==> src/common/msx_pkg.sv <==
package msx_pkg;

   // CPU bus widths
   localparam int ADDR_W = 16;
   localparam int DATA_W = 8;

   // Audio and input widths
   localparam int AUDIO_W     = 16;
   localparam int PSG_LEVEL_W = 10;
   localparam int JOY_W       = 6;

   // Upper five I/O address bits of each chip's port group
   localparam logic [4:0] VDP_PORT_BASE = 5'b10011;  // 98h-9Fh
   localparam logic [4:0] PSG_PORT_BASE = 5'b10100;  // A0h-A3h
   localparam logic [4:0] PPI_PORT_BASE = 5'b10101;  // A8h-ABh

   // PSG I/O port registers
   localparam logic [3:0] PSG_REG_PORTA = 4'd14;
   localparam logic [3:0] PSG_REG_PORTB = 4'd15;

   // Mixer weights, in PSG level units
   localparam int BEEP_WEIGHT = 512;
   localparam int CAS_WEIGHT  = 256;

   // PPI port A, seen by the CPU as a byte and by the memory side
   // as four primary slot numbers, one per 16 KB page
   typedef union packed {
      logic [DATA_W-1:0] raw;
      logic [3:0][1:0]   slot;
   } slot_reg_u;

   // Source of CPU read data
   typedef enum logic [1:0] {
      SEL_NONE,
      SEL_VDP,
      SEL_PSG,
      SEL_PPI
   } io_sel_e;

endpackage

==> src/common/cpu_bus_if.sv <==
`timescale 1ns/1ps

interface cpu_bus_if;
   import msx_pkg::*;

   logic [1:0]        addr;
   logic [DATA_W-1:0] wdata;
   logic              rd;
   logic              wr;
   logic              req;     // One clk21m cycle at access start
   logic              ppi_cs;
   logic              psg_cs;

   modport decoder (
      output addr, wdata, rd, wr, req, ppi_cs, psg_cs
   );

   modport ppi (
      input addr, wdata, rd, wr, req, ppi_cs, psg_cs
   );

   modport psg (
      input addr, wdata, rd, wr, req, ppi_cs, psg_cs
   );

endinterface

==> src/design/io_select.sv <==
`timescale 1ns/1ps

module io_select (
   input  logic                        clk21m,
   input  logic                        exwait_n,
   input  logic [msx_pkg::ADDR_W-1:0]  addr_i,
   input  logic [msx_pkg::DATA_W-1:0]  data_i,
   input  logic                        iorq_n_i,
   input  logic                        mreq_n_i,
   input  logic                        rd_n_i,
   input  logic                        wr_n_i,
   input  logic                        m1_n_i,
   input  logic [msx_pkg::DATA_W-1:0]  ppi_rdata_i,
   input  logic [msx_pkg::DATA_W-1:0]  psg_rdata_i,
   input  logic [msx_pkg::DATA_W-1:0]  vdp_data_i,
   output logic                        vdp_cs_o,
   output logic [msx_pkg::DATA_W-1:0]  data_o,
   cpu_bus_if.decoder                  bus
);
   import msx_pkg::*;

   logic    io_cycle;
   logic    ppi_cs;
   logic    psg_cs;
   logic    req;
   logic    ack_q;
   io_sel_e sel;

   // Interrupt acknowledge also drives iorq, so M1 cycles are excluded
   assign io_cycle = ~iorq_n_i & m1_n_i;
   assign vdp_cs_o = io_cycle && (addr_i[7:3] == VDP_PORT_BASE);
   assign psg_cs   = io_cycle && (addr_i[7:3] == PSG_PORT_BASE);
   assign ppi_cs   = io_cycle && (addr_i[7:3] == PPI_PORT_BASE);

   // Request pulse until acknowledged
   assign req = ~(iorq_n_i & mreq_n_i) & ~(rd_n_i & wr_n_i) & ~ack_q;

   // Ack holds until both iorq and mreq go inactive
   always_ff @(posedge clk21m or negedge exwait_n) begin
      if (!exwait_n) begin
         ack_q <= 1'b0;
      end else if (iorq_n_i && mreq_n_i) begin
         ack_q <= 1'b0;
      end else if (req) begin
         ack_q <= 1'b1;
      end
   end

   assign bus.addr   = addr_i[1:0];
   assign bus.wdata  = data_i;
   assign bus.rd     = ~rd_n_i;
   assign bus.wr     = ~wr_n_i;
   assign bus.req    = req;
   assign bus.ppi_cs = ppi_cs;
   assign bus.psg_cs = psg_cs;

   // VDP first, then PSG, then PPI
   always_comb begin
      if (vdp_cs_o) sel = SEL_VDP;
      else if (psg_cs) sel = SEL_PSG;
      else if (ppi_cs) sel = SEL_PPI;
      else sel = SEL_NONE;
   end

   always_comb begin
      data_o = 8'hFF;
      if (!rd_n_i) begin
         case (sel)
            SEL_VDP: data_o = vdp_data_i;
            SEL_PSG: data_o = psg_rdata_i;
            SEL_PPI: data_o = ppi_rdata_i;
            default: data_o = 8'hFF;
         endcase
      end
   end

   a_one_cs: assert property (@(posedge clk21m) disable iff (!exwait_n)
      $onehot0({vdp_cs_o, psg_cs, ppi_cs}));

endmodule

==> src/design/wait_gen.sv <==
`timescale 1ns/1ps

module wait_gen (
   input  logic clk21m,
   input  logic exwait_n,
   input  logic ce_3m58_p_i,
   input  logic m1_n_i,
   output logic wait_n_o
);

   logic m1_q;
   logic m1_dly_q;

   // Both stages advance on the CPU clock enable only
   always_ff @(posedge clk21m or negedge exwait_n) begin
      if (!exwait_n) begin
         m1_q     <= 1'b0;
         m1_dly_q <= 1'b0;
      end else if (ce_3m58_p_i) begin
         m1_q     <= ~m1_n_i;
         m1_dly_q <= m1_q;
      end
   end

   // Low from the first tick seeing M1 until the delayed copy catches up
   assign wait_n_o = ~(m1_q & ~m1_dly_q);

   // One CPU clock of wait per M1, released by the second tick
   a_wait_len: assert property (@(posedge clk21m) disable iff (!exwait_n)
      $fell(wait_n_o) |-> ce_3m58_p_i [->2] ##0 wait_n_o);

endmodule

==> src/design/ppi/ppi_slot_port.sv <==
`timescale 1ns/1ps

module ppi_slot_port (
   input  logic                        clk21m,
   input  logic                        exwait_n,
   cpu_bus_if.ppi                      bus,
   input  logic [1:0]                  page_i,
   input  logic [msx_pkg::DATA_W-1:0]  kb_data_i,
   output logic [msx_pkg::DATA_W-1:0]  rdata_o,
   output logic [1:0]                  active_slot_o,
   output logic [3:0]                  kb_row_o,
   output logic                        cas_motor_o,
   output logic                        keybeep_o
);
   import msx_pkg::*;

   slot_reg_u         slot_q;
   logic [DATA_W-1:0] port_c_q;
   logic              valid_q;
   logic              wr_en;

   assign wr_en = bus.req & bus.wr & bus.ppi_cs;

   always_ff @(posedge clk21m or negedge exwait_n) begin
      if (!exwait_n) begin
         slot_q   <= '0;
         port_c_q <= '0;
      end else if (wr_en) begin
         case (bus.addr)
            2'd0: slot_q.raw <= bus.wdata;
            2'd2: port_c_q <= bus.wdata;
            2'd3: begin
               // Bit set/reset on port C, mode words are ignored
               if (!bus.wdata[7]) begin
                  port_c_q[bus.wdata[3:1]] <= bus.wdata[0];
               end
            end
            default: ;
         endcase
      end
   end

   // Slot map is not trusted until software touched the PPI
   always_ff @(posedge clk21m or negedge exwait_n) begin
      if (!exwait_n) begin
         valid_q <= 1'b0;
      end else if (bus.req && bus.ppi_cs) begin
         valid_q <= 1'b1;
      end
   end

   assign active_slot_o = valid_q ? slot_q.slot[page_i] : 2'b00;

   always_comb begin
      rdata_o = 8'hFF;
      if (bus.rd && bus.ppi_cs) begin
         case (bus.addr)
            2'd0:    rdata_o = slot_q.raw;
            2'd1:    rdata_o = kb_data_i;
            2'd2:    rdata_o = port_c_q;
            default: rdata_o = 8'hFF;
         endcase
      end
   end

   assign kb_row_o    = port_c_q[3:0];
   assign cas_motor_o = port_c_q[4];
   assign keybeep_o   = port_c_q[7];

endmodule

==> src/design/psg/psg_port.sv <==
`timescale 1ns/1ps

module psg_port (
   input  logic                        clk21m,
   input  logic                        exwait_n,
   cpu_bus_if.psg                      bus,
   input  logic [msx_pkg::JOY_W-1:0]   joy0_i,
   input  logic [msx_pkg::JOY_W-1:0]   joy1_i,
   input  logic                        cas_audio_i,
   output logic [msx_pkg::DATA_W-1:0]  rdata_o
);
   import msx_pkg::*;

   logic [3:0]        idx_q;
   logic [DATA_W-1:0] port_b_q;
   logic [DATA_W-1:0] regs [0:13];
   logic [DATA_W-1:0] port_a;
   logic [JOY_W-1:0]  stick_0;
   logic [JOY_W-1:0]  stick_1;
   logic              wr_en;

   // Active-low stick, reordered as 5,4,0,1,2,3
   // Forced high when disabled, triggers masked by their enables
   function automatic logic [JOY_W-1:0] stick_bits(
      input logic [JOY_W-1:0] joy,
      input logic             off,
      input logic [1:0]       trig_en
   );
      logic [JOY_W-1:0] raw;
      raw = off ? '1 : {~joy[5], ~joy[4], ~joy[0], ~joy[1], ~joy[2], ~joy[3]};
      return raw & {trig_en[0], trig_en[1], 4'hF};
   endfunction

   assign wr_en = bus.req & bus.wr & bus.psg_cs;

   always_ff @(posedge clk21m or negedge exwait_n) begin
      if (!exwait_n) begin
         idx_q    <= '0;
         port_b_q <= '0;
      end else if (wr_en) begin
         if (bus.addr == 2'd0) begin
            idx_q <= bus.wdata[3:0];
         end else if (bus.addr == 2'd1 && idx_q == PSG_REG_PORTB) begin
            port_b_q <= bus.wdata;
         end
      end
   end

   // Port A is an input, writes to it are dropped
   always_ff @(posedge clk21m) begin
      if (wr_en && bus.addr == 2'd1 && idx_q < PSG_REG_PORTA) begin
         regs[idx_q] <= bus.wdata;
      end
   end

   assign stick_0 = stick_bits(joy0_i, port_b_q[4], port_b_q[1:0]);
   assign stick_1 = stick_bits(joy1_i, port_b_q[5], port_b_q[3:2]);
   assign port_a  = {cas_audio_i, 1'b0, port_b_q[6] ? stick_1 : stick_0};

   always_comb begin
      rdata_o = 8'hFF;
      if (bus.rd && bus.psg_cs && bus.addr == 2'd2) begin
         if (idx_q == PSG_REG_PORTA) rdata_o = port_a;
         else if (idx_q == PSG_REG_PORTB) rdata_o = port_b_q;
         else rdata_o = regs[idx_q];
      end
   end

endmodule

==> src/design/audio_mixer.sv <==
`timescale 1ns/1ps

module audio_mixer (
   input  logic                                clk21m,
   input  logic                                exwait_n,
   input  logic [msx_pkg::PSG_LEVEL_W-1:0]     psg_level_i,
   input  logic                                keybeep_i,
   input  logic                                cas_audio_i,
   input  logic                                cas_motor_i,
   input  logic signed [msx_pkg::AUDIO_W-1:0]  device_sound_i,
   output logic signed [msx_pkg::AUDIO_W-1:0]  audio_o
);
   import msx_pkg::*;

   logic [AUDIO_W:0]   psg_part;
   logic [AUDIO_W:0]   beep_part;
   logic [AUDIO_W:0]   cas_part;
   logic [AUDIO_W:0]   mix;
   logic [AUDIO_W-1:0] clipped;

   // PSG level scaled by 16
   assign psg_part  = {3'b000, psg_level_i, 4'b0000};
   assign beep_part = keybeep_i ? (AUDIO_W + 1)'(BEEP_WEIGHT * 16) : '0;
   // Cassette is only heard while the motor relay is open
   assign cas_part  = (cas_audio_i && !cas_motor_i) ? (AUDIO_W + 1)'(CAS_WEIGHT * 16) : '0;

   assign mix = {device_sound_i[AUDIO_W-1], device_sound_i} + psg_part + beep_part + cas_part;

   always_comb begin
      case (mix[AUDIO_W:AUDIO_W-2])
         3'b000, 3'b111: clipped = {mix[AUDIO_W], mix[13:0], 1'b0};
         3'b001, 3'b010, 3'b011: clipped = 16'h7FFF;
         default: clipped = 16'h8000;
      endcase
   end

   always_ff @(posedge clk21m or negedge exwait_n) begin
      if (!exwait_n) audio_o <= '0;
      else audio_o <= clipped;
   end

endmodule

==> src/design/msx_io_glue.sv <==
`timescale 1ns/1ps

module msx_io_glue (
   input  logic                                clk21m,
   input  logic                                exwait_n,
   input  logic                                ce_3m58_p_i,
   input  logic [msx_pkg::ADDR_W-1:0]          addr_i,
   input  logic [msx_pkg::DATA_W-1:0]          data_i,
   input  logic                                iorq_n_i,
   input  logic                                mreq_n_i,
   input  logic                                rd_n_i,
   input  logic                                wr_n_i,
   input  logic                                m1_n_i,
   output logic [msx_pkg::DATA_W-1:0]          data_o,
   output logic                                wait_n_o,
   input  logic [msx_pkg::DATA_W-1:0]          vdp_data_i,
   output logic                                vdp_cs_o,
   input  logic [msx_pkg::DATA_W-1:0]          kb_data_i,
   output logic [3:0]                          kb_row_o,
   output logic                                cas_motor_o,
   output logic [1:0]                          active_slot_o,
   input  logic [msx_pkg::JOY_W-1:0]           joy0_i,
   input  logic [msx_pkg::JOY_W-1:0]           joy1_i,
   input  logic                                cas_audio_i,
   input  logic [msx_pkg::PSG_LEVEL_W-1:0]     psg_level_i,
   input  logic signed [msx_pkg::AUDIO_W-1:0]  device_sound_i,
   output logic signed [msx_pkg::AUDIO_W-1:0]  audio_o
);
   import msx_pkg::*;

   logic [DATA_W-1:0] ppi_rdata;
   logic [DATA_W-1:0] psg_rdata;
   logic              keybeep;

   cpu_bus_if bus ();

   io_select u_io_select (
      .clk21m(clk21m), .exwait_n(exwait_n), .addr_i(addr_i), .data_i(data_i),
      .iorq_n_i(iorq_n_i), .mreq_n_i(mreq_n_i), .rd_n_i(rd_n_i), .wr_n_i(wr_n_i),
      .m1_n_i(m1_n_i), .ppi_rdata_i(ppi_rdata), .psg_rdata_i(psg_rdata),
      .vdp_data_i(vdp_data_i), .vdp_cs_o(vdp_cs_o), .data_o(data_o), .bus(bus)
   );

   wait_gen u_wait_gen (
      .clk21m(clk21m), .exwait_n(exwait_n), .ce_3m58_p_i(ce_3m58_p_i),
      .m1_n_i(m1_n_i), .wait_n_o(wait_n_o)
   );

   ppi_slot_port u_ppi_slot_port (
      .clk21m(clk21m), .exwait_n(exwait_n), .bus(bus), .page_i(addr_i[15:14]),
      .kb_data_i(kb_data_i), .rdata_o(ppi_rdata), .active_slot_o(active_slot_o),
      .kb_row_o(kb_row_o), .cas_motor_o(cas_motor_o), .keybeep_o(keybeep)
   );

   psg_port u_psg_port (
      .clk21m(clk21m), .exwait_n(exwait_n), .bus(bus), .joy0_i(joy0_i),
      .joy1_i(joy1_i), .cas_audio_i(cas_audio_i), .rdata_o(psg_rdata)
   );

   audio_mixer u_audio_mixer (
      .clk21m(clk21m), .exwait_n(exwait_n), .psg_level_i(psg_level_i),
      .keybeep_i(keybeep), .cas_audio_i(cas_audio_i), .cas_motor_i(cas_motor_o),
      .device_sound_i(device_sound_i), .audio_o(audio_o)
   );

endmodule

==> config.mk <==
export PLATFORM = sky130hd
export DESIGN_NAME = msx_io_glue
export DESIGN_NICKNAME = d
export VERILOG_FILES = /design/src/common/msx_pkg.sv /design/src/common/cpu_bus_if.sv /design/src/design/io_select.sv /design/src/design/wait_gen.sv /design/src/design/ppi/ppi_slot_port.sv /design/src/design/psg/psg_port.sv /design/src/design/audio_mixer.sv /design/src/design/msx_io_glue.sv
export SDC_FILE = /design/constraint.sdc
export NUM_CORES = 1
export LEC_CHECK = 0
export CAP_MARGIN = 20
export CORE_MARGIN = 5
export CORE_UTILIZATION = 45
export CTS_CLUSTER_SIZE = 40
export DETAILED_ROUTE_END_ITERATION = 16
export DONT_BUFFER_PORTS = 1
export PLACE_DENSITY = 0.71
export SKIP_LAST_GASP = 1
export SYNTH_ARGS = -nofsm -noshare
export SYNTH_HDL_FRONTEND = slang
export SYNTH_SLANG_ARGS = --single-unit
==> constraint.sdc <==
create_clock -name clk21m -period 2.62 [get_ports clk21m]
set_input_delay 0.262 -clock clk21m [delete_from_list [all_inputs] [get_ports clk21m]]
set_output_delay 0.262 -clock clk21m [all_outputs]
set_load 0.01 [all_outputs]
# --- After elaboration in Yosys (flattened, before gate mapping) ---
# Memories as Yosys holds them, arrays and structs flattened.
# Cells that the tools add are included.
word_totals:
  in_bits: 87
  out_inout_bits: 33
  regBits: 48
  memories: 1
  ramBits: 112
memory_table:
  columns: ["memory", "words", "width", "read_ports", "rd_ports_with_merged_regs", "write_ports", "line_no", "rtl"]
  rows:
  - ["u_psg_port.regs", 14, 8, 1, 0, 1, "psg_port.sv:16", "logic [DATA_W-1:0] regs [0:13];"]
op_classes:
  reduce_logical: 24
  n_bitwise: 33
  addsub: 3
  mux: 28
  eq_ne: 16
  n_lt_le_gt_ge: 4
ops:
  columns: ["cell", "n"]
  rows:
  - ["8-bit 2-to-1 mux", 6]
  - ["8-bit case mux with 3 select lines", 2]
  - ["17-bit adder", 2]
  - ["16-bit case mux with 2 select lines", 1]
  - ["1-bit inverter", 22]
  - ["6-bit 2-to-1 mux", 3]
  - ["16-bit by 15-bit adder with 17-bit output", 1]
  - ["8-bit case mux with 2 select lines", 1]
  - ["5-bit == test (second input constant)", 3]
  - ["14-bit 2-to-1 mux", 1]
  - ["1-bit logical AND", 13]
  - ["13-bit 2-to-1 mux", 1]
  - ["6-bit bitwise AND", 2]
  - ["2-bit 2-to-1 mux", 5]
  - ["1-bit bitwise AND", 9]
  - ["8-bit bitwise mux", 1]
  - ["2-bit == test (second input constant)", 4]
  - ["4-bit == test (second input constant)", 2]
  - ["3-bit by 2-bit == test with 1-bit output (second input constant)", 2]
  - ["3-bit AND reduction", 2]
  - ["1-bit 2-to-1 mux", 5]
  - ["2-bit binary-select mux with 2-bit select", 1]
  - ["2-bit by 1-bit == test with 1-bit output (second input constant)", 2]
  - ["3-bit by 4-bit < comparator with 1-bit output (second input constant)", 1]
  - ["other kinds (14)", 16]

# --- Depth between registers and ports, before layout ---
# Gate-level depths: netlist of run 1.
depth:
  depth_word: 10
  depth_mapped: 12
  mapped_depth_nobuf: 11

# --- By module ---
# From an unflattened synthesis of run 1, not the netlist that was laid out.
hier_totals:
  hier_cells: 606
  area_unflattened_um2: 8298.0
modules_own_cells:
  columns: ["module", "cells_per_inst", "area_each_um2", "instances"]
  rows:
  - ["psg_port", 301, 5190.0, 1]
  - ["ppi_slot_port", 121, 1272.5, 1]
  - ["audio_mixer", 118, 1207.4, 1]
  - ["io_select", 60, 543.0, 1]
  - ["wait_gen", 6, 85.1, 1]

# --- Least setup slack after synthesis of run 1 ---
# OpenSTA, ideal clock, no wires.
synth_path:
  path_kind: "reg2reg"
  startpoint: "reg u_ppi_slot_port.port_c_q[4]"
  endpoint: "reg u_audio_mixer.audio_o[11] (netlist bit)"
  stages_incl_launch_ff: 12
  t_arrival_ps: 2650
  path_slack_ps: -149
  synth_period_minus_slack_ps: 2769
  setup_ps: 119
  cell_sequence: "dfrtp_1 -> nand2b_1 -> fa_1 -> inv_1 -> ha_1 -> and2_1 -> a21o_1 -> a21o_1 -> a211oi_1 -> nand2_1 -> clkbuf_1 -> o21a_1"
synth_between:
  elab_chain_cells: 7
  elab_cells_between_ends: 12
synth_lines:
  columns: ["element", "line_no", "rtl"]
  rows:
  - ["start: declaration", "ppi_slot_port.sv:18", "logic [DATA_W-1:0] port_c_q;"]
  - ["start signal: assignment", "ppi_slot_port.sv:31", "2'd2: port_c_q <= bus.wdata;"]
  - ["start signal: indexed assignment", "ppi_slot_port.sv:35", "port_c_q[bus.wdata[3:1]] <= bus.wdata[0];"]
  - ["1-bit logical NOT (*)", "audio_mixer.sv:25", "assign cas_part = (cas_audio_i && !cas_motor_i) ? (AUDIO_W + 1)'(CAS_WEIGHT * 16) : '0;"]
  - ["1-bit logical AND (*)", "audio_mixer.sv:25", null]
  - ["13-bit 2-to-1 mux (*)", "audio_mixer.sv:25", null]
  - ["17-bit adder (*)", "audio_mixer.sv:27", "assign mix = {device_sound_i[AUDIO_W-1], device_sound_i} + psg_part + beep_part + cas_part;"]
  - ["3-bit by 1-bit == test with 1-bit output (tied with other cells)", "audio_mixer.sv:30", "case (mix[AUDIO_W:AUDIO_W-2])"]
  - ["3-bit OR reduction or 2-bit OR reduction (tied branches)", "audio_mixer.sv:30", null]
  - ["16-bit case mux with 2 select lines (*)", "audio_mixer.sv:30", null]
  - ["via u_audio_mixer.clipped[11]", "audio_mixer.sv:19", "logic [AUDIO_W-1:0] clipped;"]
  - ["end signal: assignment", "audio_mixer.sv:39", "else audio_o <= clipped;"]
  - ["end: declaration", "audio_mixer.sv:11", "output logic signed [msx_pkg::AUDIO_W-1:0] audio_o"]
# The timed path passes the listed nets; every way through them passes the cells marked *.
# A chain may end at the register's enable or synchronous reset.

# --- Worst setup path in the final report of run 1 ---
layout_path:
  startpoint: "reg u_psg_port.idx_q[0]"
  endpoint: "out data_o[5] (netlist bit)"
layout_between:
  elab_chain_cells: 6
  elab_cells_between_ends: 8
layout_lines:
  columns: ["element", "line_no", "rtl"]
  rows:
  - ["start: declaration", "psg_port.sv:14", "logic [3:0] idx_q;"]
  - ["start signal: assignment", "psg_port.sv:42", "idx_q <= bus.wdata[3:0];"]
  - ["memory 14 x 8 bit or 4-bit == test (tied branches)", null, null]
  - ["8-bit 2-to-1 mux", "psg_port.sv:64", "else if (idx_q == PSG_REG_PORTB) rdata_o = port_b_q;"]
  - ["8-bit 2-to-1 mux (*)", "psg_port.sv:63", "if (idx_q == PSG_REG_PORTA) rdata_o = port_a;"]
  - ["8-bit 2-to-1 mux (*)", "psg_port.sv:62", "if (bus.rd && bus.psg_cs && bus.addr == 2'd2) begin"]
  - ["8-bit case mux with 3 select lines (*)", "io_select.sv:68", "case (sel)"]
  - ["8-bit 2-to-1 mux (*)", "io_select.sv:67", "if (!rd_n_i) begin"]
  - ["end: declaration", "msx_io_glue.sv:14", "output logic [msx_pkg::DATA_W-1:0] data_o,"]
# Mark *: on every way between the ends. The rest lies on a longest branch, timed or not.

==> reports/metrics.yaml, run 1 <==
rsz0062_at_grt: "true"
dr.pass1.iters: 5
p_leak_nw: 3.32
num_rows: 48
fin_ws_ps: -254
synth_top_cell_area_share_pct: 43.3
max_freq_mhz: 348
min_period_over_period_pct: 110
worst_pin_slew_ps: 796
dp_cells: 786
end_kind: "output port"
hold_depth: 2
io_buffers: 0
drv_cap: 0
dieArea_um2: 20000
track_usage_pct: 19.5
worstSetupStartpointType: "flip-flop"
die_w_um: 141
ys.flop_type: "edfxtp_1"
final-setup-viol-count: 22
fillCellCount: 1379
ys_types: 52
hpwlAfterDp_um: 12600
io_pins: 120
drt_wl_total_um: 19700
min_path_type: "in -> reg"
post_drt_wl_per_cell_um: 23.1
yosys-top-cells-area: "edfxtp_1, dfrtp_1, mux4_2, mux2_2, a21oi_1"
grt_max_degree: 49
cp.required_ps: 2360
overflow: 0
syn_area_um2: 7770
htreeDepth: 4
drtIter0Drc: 333
place_congestion: 0.882
cts_root_buffer: "clkbuf_16"
cts_buffer_depth: 2
drv_slew: 0
critPathMaxFanout: 9
async_flop_share_pct: 30.0
grt_pass1_vias: 5202
hold_path.startpoint: "data_i[1]"
startpoint: "u_psg_port.idx_q[0]$_DFFE_PN0P_"
fin_area_um2: 9260
syn_inst: 559
post_dp_cell_area_um2: 8230
ant_nets: 0
layout-drive-gt1-share_pct: 27.4
initial_core_util_pct: 45.4
syn_to_final_growth_pct: 19.0
cts_buffers: 17
violations: "negative setup slack"
crit_end: "data_o[5]"
finalNetCount: 720
numClockSinks: 160
arrival_ps: 2610
timing.reg2reg.setup_slack_ps: -200
crit_type: "reg -> out"
fin_skew_ps: 6.30
core_area_um2: 17100
antenna_found_initial: 1
yosys.area.top_type: "edfxtp_1"
num_vias: 5177
hold_viol: 0
fp.dieH_um: 141
fin_cells: 852
cts_tree: "done"
slew_headroom_pct: 46.8
synth_fp_nets: 667
avgSynthCellArea_um2: 13.9
clock_latency_ps: 420
peakVddDrop_uv: 459
powerDensity_nw_per_um2: 626
drt_drc_violations_left: 0
grt_pass1_wl_um: 29400
viasPerCell: 6.08
regToRegStartpoint: "u_ppi_slot_port.port_c_q[4]$_DFFE_PN0P_"
timing.hold.ws_ps: 37.8
yosysWarnings: 0
worstRegToRegCells: 13
synth_seq_cells: 160
synth.yosys.seq_area_share_pct: 58.7
reg2reg_to: "u_audio_mixer.audio_o[10]$_DFF_PN0_"
clkSlewWorstSetupHoldPaths_ps: 60
period_minus_slack_ps: 2870
synth_edf_count: 112
status: "finished, violations left"
critical path: stages, from the launching register on:
cell,delay (ps)
dfrtp_2,440
buf_12,160
mux4_2,540
mux2i_2,230
nor2_1,80
a21oi_2,140
a21oi_1,110
a211oi_2,310
o221ai_2,180
report_power, final:
group	switching, mW	internal, mW
combinational	0.343	0.302
clock	0.964	1.32
sequential	0.0797	2.79
worst min-delay path by stage:
stage	to	slack, ps
final	u_ppi_slot_port.port_c_q[1]$_DFFE_PN0P_	40
after global routing	u_ppi_slot_port.port_c_q[1]$_DFFE_PN0P_	40
after CTS	u_ppi_slot_port.port_c_q[1]$_DFFE_PN0P_	20
after detailed placement	u_ppi_slot_port.slot_q[0]$_DFFE_PN0P_	-30
after global placement	u_ppi_slot_port.slot_q[2]$_DFFE_PN0P_	-30
after floorplan	u_audio_mixer.audio_o[0]$_DFF_PN0_	-30
cells in the mapped netlist (6+ instances only):
library cell,n
nand3_1,11
nor3_1,10
mux2_2,25
ha_1,18
inv_1,15
mux2i_1,9
a21oi_1,52
dfrtp_1,48
o221ai_1,12
nand2_1,18
edfxtp_1,112
o21ai_0,18
nand2b_1,18
o21a_1,12
a211oi_1,6
clkbuf_1,18
nor2_1,31
buf_2,7
o22ai_1,8
xnor2_1,6
mux2_4,8
mux4_2,30
cells by family (layout without fill, tap and decap cells):
group | count (synthesis) | after routing | synth area share [%]
XOR/XNOR | 10 | 10 | 1.13
AND/OR/NAND/NOR | 113 | 113 | 7.68
other | 0 | 2 | 0
adder cells (fa/ha/maj) | 21 | 21 | 3.67
AO/OA/AOI/OAI | 136 | 136 | 11.0
multiplexers | 72 | 72 | 15.0
flip-flops | 160 | 160 | 58.7
buffers and inverters | 47 | 113 | 2.82
area by class of cell:
class	count	area (um^2)	area share, %
Clock buffer	24	493	5.33
Multi-Input combinational cell	352	3170	34.2
Clock inverter	8	55.1	0.595
Sequential cell	160	4570	49.3
Timing Repair Buffer	66	632	6.83
Antenna cell	2	5.00	0.0541
Tap cell	225	282	3.04
Inverter	15	56.3	0.608
through the flow:
stage	TNS, ps	utilization [%]	total power, mW	setup WS (ps)
floorplan	-33.5	-	3.25	-33.5
global placement	-1040	48.1	3.37	-97.8
detailed placement	-1640	48.1	3.38	-139
CTS	-3200	53.2	5.75	-271
global route	-6420	54.1	6.02	-353
finish	-3910	54.1	5.79	-254
cells in the final DEF, fill, tap and decap left out, types with 5 or more instances in the layout:
cell	count
nand2b_1	17
o21ai_0	14
o21ai_1	7
dlygate4sd3_1	19
mux2_4	8
nand2_1	17
inv_1	14
o21a_1	12
buf_6	5
ha_1	17
nand3_1	9
xnor2_1	6
mux2_2	25
nor2b_1	5
mux4_2	30
mux2i_1	5
o221ai_1	9
buf_4	37
clkbuf_16	18
a21oi_2	6
nor3_1	9
a21oi_1	46
dfrtp_1	47
edfxtp_1	112
a21o_1	5
nor2_1	31
o22ai_1	8
repair_timing:
action | in CTS | in global routing
buffers inserted | 3 | 8
setup endpoints to repair | 22 | 23
endpoints found under the hold margin | 187 | 0
pin swaps | 10 | 9
resized for setup | 24 | 16
gates cloned | 0 | 1
hold buffers | 20 | 0
sequential cells by signal, summed over array words and instances, names as in the netlist:
signal and count:
u_wait_gen.m1_q 1, u_ppi_slot_port.slot_q 8, u_audio_mixer.audio_o 16, u_psg_port.regs 112
u_psg_port.port_b_q 8, u_ppi_slot_port.port_c_q 8, u_wait_gen.m1_dly_q 1, u_psg_port.idx_q 4
u_io_select.ack_q 1, u_ppi_slot_port.valid_q 1
metal layers:
metal / global-route usage, % / wire length [um] / vias up / share of wire (%)
met5: 0 / 0 / - / 0
met4: 6.97 / 523 / 0 / 2.7
li1: - / - / 2274 / -
met3: 5.33 / 1500 / 46 / 7.6
met2: 32.2 / 9820 / 250 / 50
met1: 24.8 / 7810 / 2607 / 40
No activity file was read; power rests on OpenSTA's default activity.
==> run 2: changes to the inputs <==
--- a/config.mk
+++ b/config.mk
@@ -11,8 +11,8 @@
 export CTS_CLUSTER_SIZE = 40
 export DETAILED_ROUTE_END_ITERATION = 16
 export DONT_BUFFER_PORTS = 1
-export PLACE_DENSITY = 0.71
 export SKIP_LAST_GASP = 1
 export SYNTH_ARGS = -nofsm -noshare
 export SYNTH_HDL_FRONTEND = slang
 export SYNTH_SLANG_ARGS = --single-unit
+export TNS_END_PERCENT = 10
==> reports/metrics.yaml, run 2 (same netlist as run 1, synthesis figures left out) <==
grt_pass1_vias: 5158  # was 5202
drt_wl_total_um: 19300  # was 19700 um
final-setup-viol-count: 23  # was 22
initial_core_util_pct: 45.4  # unchanged
p_leak_nw: 3.29  # was 3.32 nW
status: "finished, violations left"  # unchanged
num_vias: 4991  # was 5177
layout-drive-gt1-share_pct: 26.4  # was 27.4%
hpwlAfterDp_um: 12600  # about the same
drt_drc_violations_left: 0  # unchanged
htreeDepth: 4  # unchanged
grt_max_degree: 49  # unchanged
drtIter0Drc: 347  # was 333
path_cells: "clkbuf_16 > mux4_2 > mux4_2 > nand2_1 > o21ai_1 > o21ai_1 > nand3_1"  # was buf_12 > mux4_2 > mux2i_2 > nor2_1 > a21oi_2 > a21oi_1 > a211oi_2 > o221ai_2
place_congestion: 0.939  # was 0.882
crit_type: "reg -> out"  # unchanged
period_minus_slack_ps: 2920  # was 2870 ps
finalNetCount: 709  # was 720
grt_pass1_wl_um: 29400  # about the same
reg_top3: "u_psg_port.regs: 112 flops, u_audio_mixer.audio_o: 16 flops"  # unchanged
cts_buffer_depth: 2  # unchanged
mostFrequentLayoutCell: "edfxtp_1"  # unchanged
drv_slew: 0  # unchanged
num_rows: 48  # unchanged
io_buffers: 0  # unchanged
arrival_ps: 2660  # was 2610 ps
rsz0062_at_grt: "true"  # unchanged
max_freq_mhz: 343  # was 348 MHz
drv_cap: 0  # unchanged
peakVddDrop_uv: 480  # was 459 uV
io_pins: 120  # unchanged
worst_pin_slew_ps: 871  # was 796 ps
slowest_stage: "dfrtp_2"  # was mux4_2
syn_to_final_growth_pct: 18.1  # was 19.0%
dieArea_um2: 20000  # unchanged
critPathMaxFanout: 7  # was 9
regMostFlops: "u_psg_port.regs"  # unchanged
slew_headroom_pct: 41.8  # was 46.8%
overflow: 0  # unchanged
min_path_type: "in -> reg"  # unchanged
fin_skew_ps: 7.52  # was 6.30 ps
fin_ws_ps: -298  # was -254 ps
die_w_um: 141  # unchanged
core_area_um2: 17100  # unchanged
clock_latency_ps: 420  # about the same
min_period_over_period_pct: 111  # was 110%
clkSlewWorstSetupHoldPaths_ps: 60  # about the same
mostFrequentLayoutCells: "edfxtp_1, a21oi_1, dfrtp_1"  # was edfxtp_1, dfrtp_1, a21oi_1, buf_4, nor2_1
numClockSinks: 160  # unchanged
dr.pass1.iters: 5  # unchanged
diodes: 0  # was 2
powerDensity_nw_per_um2: 632  # was 626 nW/um^2
power.total_mw: 5.81  # was 5.79 mW
largest_reg_flops: 112  # unchanged
hold_viol: 0  # unchanged
violations: "negative setup slack"  # unchanged
antenna_found_initial: 1  # unchanged
timing.reg2reg.setup_slack_ps: -260  # was -200 ps
cts_tree: "done"  # unchanged
cts_root_buffer: "clkbuf_16"  # unchanged
viasPerCell: 5.95  # was 6.08
ant_nets: 0  # unchanged
worst_path_largest_cell_delay_ps: 500  # was 540 ps
track_usage_pct: 19.5  # about the same
end_kind: "output port"  # unchanged
worstSetupStartpointType: "flip-flop"  # unchanged
cts_buffers: 17  # unchanged
post_drt_wl_per_cell_um: 23.0  # was 23.1 um
fp.dieH_um: 141  # unchanged
final_core_utilization_pct: 53.7  # was 54.1%
cp.required_ps: 2360  # about the same
run 2: layout make-up:
type	count	area, um^2
clock inverter	9	67.6
sequential	160	4570
timing repair buffer	55	548
multi-input combinational	352	3160
fill	1386	7930
tap	225	282
clock buffer	23	510
inverter	15	56.3
run 2: final timing paths:
check / end / cells past startpoint / from
setup / recovery: data_o[7] / 7 / u_psg_port.idx_q[0]$_DFFE_PN0P_
hold / removal: u_ppi_slot_port.port_c_q[1]$_DFFE_PN0P_ / 2 / data_i[1]
setup reg to reg: u_audio_mixer.audio_o[10]$_DFF_PN0_ / 11 / u_ppi_slot_port.port_c_q[4]$_DFFE_PN0P_
hold reg to reg: u_ppi_slot_port.valid_q$_DFFE_PN0P_ / 1 / u_ppi_slot_port.valid_q$_DFFE_PN0P_
max in group asynchronous: u_psg_port.idx_q[0]$_DFFE_PN0P_ / 2 / exwait_n
min in group asynchronous: u_ppi_slot_port.slot_q[0]$_DFFE_PN0P_ / 2 / exwait_n
run 2: worst max-delay path: cells and delay by family (launching register included):
kind            cells  cell delay [ps]
mux                 2              980
flops               1              500
buf+inv             1              220
compound gates      2              260
simple gates        2              270
run 2: timing repair:
item / in CTS / in global routing
pin swaps: 2 / 7
gates resized for setup: 9 / 26
hold buffers: 19 / 0
setup endpoints to repair: 23 / 23
gates cloned: 0 / 1
hold endpoints to repair: 188 / 0
buffers inserted: 2 / 0
run 2: power by group:
group	internal [mW]	switching [mW]	leakage [nW]
clock network	1.39	0.999	0.285
registers	2.79	0.0765	1.62
logic	0.252	0.305	1.38
total	4.43	1.38	3.29
run 2: through the flow:
stage	cells	worst slack, ps	setup TNS [ps]	instance area (um^2)	hold WS [ps]
after floorplan	559	-33.5	-181	7800	-33.6
after global placement	785	-77.0	-827	8210	-32.1
after detailed placement	785	-153	-1940	8210	-32.5
after CTS	838	-297	-4350	9040	4.12
after global routing	839	-369	-7660	9190	19.5
final	839	-298	-4470	9190	26.5
run 2: per-layer routing:
layer  GRT usage (%)  part of all wire (%)
met3            4.99                   5.8
met1            25.4                    42
met4            7.53                   2.4
met5               0                 0.067
met2            31.5                    50
==> run 3: changes to the inputs <==
--- a/config.mk
+++ b/config.mk
@@ -11,6 +11,7 @@
 export CTS_CLUSTER_SIZE = 40
 export DETAILED_ROUTE_END_ITERATION = 16
 export DONT_BUFFER_PORTS = 1
+export MAX_ROUTING_LAYER = met4
 export SKIP_LAST_GASP = 1
 export SYNTH_ARGS = -nofsm -noshare
 export SYNTH_HDL_FRONTEND = slang
==> reports/metrics.yaml, run 3 (same netlist as run 1, synthesis figures left out) <==
pwr-share-comb_pct: 9.7  # was 9.6%
cts_root_buffer: "clkbuf_16"  # unchanged
initial_core_util_pct: 45.4  # unchanged
place_congestion: 0.919  # was 0.939
power_report.internal_total_mw: 4.64  # was 4.43 mW
hold_viol: 0  # unchanged
reg2reg_to: "u_audio_mixer.audio_o[11]$_DFF_PN0_"  # was u_audio_mixer.audio_o[10]$_DFF_PN0_
grt_pass1_vias: 5307  # was 5158
critPathMaxFanout: 6  # was 7
syn_to_final_growth_pct: 19.9  # was 18.1%
overflow: 0  # unchanged
core_area_um2: 17100  # unchanged
p_clk_share_pct: 42.7  # was 41.1%
worst_path_largest_cell_delay_ps: 510  # was 500 ps
cts_buffers: 17  # unchanged
hpwlAfterDp_um: 13100  # was 12600 um
clkSlewWorstSetupHoldPaths_ps: 60  # about the same
period_minus_slack_ps: 2940  # was 2920 ps
worstPathBufferInverterCount: 2  # was 1
startpoint: "u_psg_port.idx_q[0]$_DFFE_PN0P_"  # unchanged
viasPerCell: 5.96  # was 5.95
final_core_utilization_pct: 54.5  # was 53.7%
drv_cap: 0  # unchanged
min_path_type: "in -> reg"  # unchanged
cts_buffer_depth: 2  # unchanged
post_drt_wl_per_cell_um: 22.9  # was 23.0 um
dr.max_layer_used: "met4"  # was met5
fin_skew_ps: 9.53  # was 7.52 ps
slew_headroom_pct: 45.1  # was 41.8%
dr.pass1.iters: 5  # unchanged
die_w_um: 141  # unchanged
arrival_ps: 2670  # was 2660 ps
seqPwrFrac_pct: 47.6  # was 49.3%
clock_latency_ps: 430  # was 420 ps
dp_worst_setup_slack_ps: -188  # was -153 ps
finalNetCount: 721  # was 709
crit_type: "reg -> out"  # unchanged
path_cells: "buf_8 > buf_4 > mux4_2 > mux4_2 > nor3_2 > o221ai_1"  # was clkbuf_16 > mux4_2 > mux4_2 > nand2_1 > o21ai_1 > o21ai_1 > nand3_1
min_period_over_period_pct: 112  # was 111%
io_pins: 120  # unchanged
antenna_found_initial: 1  # unchanged
cts_tree: "done"  # unchanged
grt_max_degree: 49  # unchanged
mostFrequentLayoutCells: "edfxtp_1, a21oi_1, dfrtp_1, buf_4"  # was edfxtp_1, a21oi_1, dfrtp_1
drtIter0Drc: 414  # was 347
end_kind: "output port"  # unchanged
reg_top3: "u_psg_port.regs: 112 flops, u_audio_mixer.audio_o: 16 flops"  # unchanged
regMostFlops: "u_psg_port.regs"  # unchanged
max_freq_mhz: 341  # was 343 MHz
crit_family: "multiplexers"  # unchanged
drv_slew: 0  # unchanged
fp.dieH_um: 141  # unchanged
powerDensity_nw_per_um2: 646  # was 632 nW/um^2
cp_common_cell: "mux4_2"
htreeDepth: 4  # unchanged
p_leak_nw: 3.36  # was 3.29 nW
cp.required_ps: 2360  # about the same
largest_reg_flops: 112  # unchanged
swShare_pct: 23.0  # was 23.8%
timing.reg2reg.setup_slack_ps: -260  # about the same
ant_nets: 0  # unchanged
final-setup-viol-count: 23  # unchanged
status: "finished, violations left"  # unchanged
worstRegToRegCells: 13  # was 11
violations: "negative setup slack"  # unchanged
slowest_stage: "mux4_2"  # was dfrtp_2
dieArea_um2: 20000  # unchanged
drt_wl_total_um: 19600  # was 19300 um
mostFrequentLayoutCell: "edfxtp_1"  # unchanged
wl_met2_um: 9830  # was 9610 um
switchingPower_mw: 1.38  # about the same
io_buffers: 0  # unchanged
drt-met1-wl_um: 7980  # was 8130 um
wl_met3_um: 1230  # was 1120 um
crit_cells: 6  # was 7
peakVddDrop_uv: 428  # was 480 uV
rsz0062_at_grt: "true"  # unchanged
num_rows: 48  # unchanged
track_usage_pct: 20.7  # was 19.5%
layout-drive-gt1-share_pct: 28.6  # was 26.4%
numClockSinks: 160  # unchanged
grt_pass1_wl_um: 30200  # was 29400 um
fin_ws_ps: -315  # was -298 ps
drt_drc_violations_left: 0  # unchanged
worst_pin_slew_ps: 820  # was 871 ps
crit_end: "data_o[4]"  # was data_o[7]
regToRegStartpoint: "u_ppi_slot_port.port_c_q[4]$_DFFE_PN0P_"  # unchanged
num_vias: 5082  # was 4991
worstSetupStartpointType: "flip-flop"  # unchanged
[run 3: cell types whose count changed in the layout (fill, tap and decap cells not counted), sizes merged]
cell / previous run / this run
clkbuf: 24 / 21
clkinv: 4 / 2
buf: 36 / 49
diode: 0 / 2
inv: 19 / 18
bufinv: 0 / 3
clkinvlp: 1 / 3
[run 3: what timing repair did]
| action | CTS | global route |
|---|---|---|
| cloned | 0 | 1 |
| hold endpoints to repair | 188 | 0 |
| pin swaps | 2 | 12 |
| resized for setup | 19 | 25 |
| endpoints found under the setup margin | 23 | 23 |
| hold buffers | 19 | 0 |
| setup buffers | 0 | 7 |
[run 3: layout make-up]
| class | count | area, um^2 |
|---|---|---|
| clock inverters | 11 | 151 |
| well taps | 225 | 282 |
| multi-input cells | 352 | 3170 |
| clock buffers | 21 | 470 |
| inverters | 15 | 56.3 |
| diodes | 2 | 5.00 |
| flip-flops and latches | 160 | 4570 |
| repair buffers | 67 | 628 |
| fillers | 1415 | 7790 |
[run 3: how the worst min path moves through the flow]
stage / slack, ps / end / start / depth (start not counted)
floorplan: -30 / u_audio_mixer.audio_o[0]$_DFF_PN0_ / exwait_n / 0
global placement: -30 / u_ppi_slot_port.slot_q[7]$_DFFE_PN0P_ / exwait_n / 0
detailed placement: -30 / u_ppi_slot_port.slot_q[1]$_DFFE_PN0P_ / exwait_n / 0
CTS: 8 / u_ppi_slot_port.port_c_q[1]$_DFFE_PN0P_ / data_i[1] / 2
global route: 10 / u_ppi_slot_port.port_c_q[1]$_DFFE_PN0P_ / data_i[1] / 2
finish: 20 / u_ppi_slot_port.port_c_q[1]$_DFFE_PN0P_ / data_i[1] / 2
[run 3: metal layers]
layer,track usage (%),vias up
li1,-,2279
met1,25.7,2553
met2,32.9,216
met3,4.99,34
met4,8.18,0
met5,-,-
[run 3: stage by stage]
stage          total power, mW  instance area [um^2]  instances  setup TNS (ps)  hold slack (ps)
6_report                  6.02                  9330        853           -5390             20.7
5_1_grt                   6.26                  9330        853           -8010             11.8
4_1_cts                   6.04                  9160        843           -4900             7.70
3_5_place_dp              3.39                  8260        792           -2360            -32.2
3_3_place_gp              3.38                  8260        792           -1680            -31.8
2_1_floorplan             3.25                  7800        559            -181            -33.6
[run 3: power by group through the flow]
stage	registers, mW	logic, mW	clock network (mW)
floorplan	2.90	0.355	0
global placement	2.92	0.463	0
detailed placement	2.91	0.480	0
CTS	2.87	0.567	2.61
global route	2.88	0.650	2.73
finish	2.87	0.585	2.57
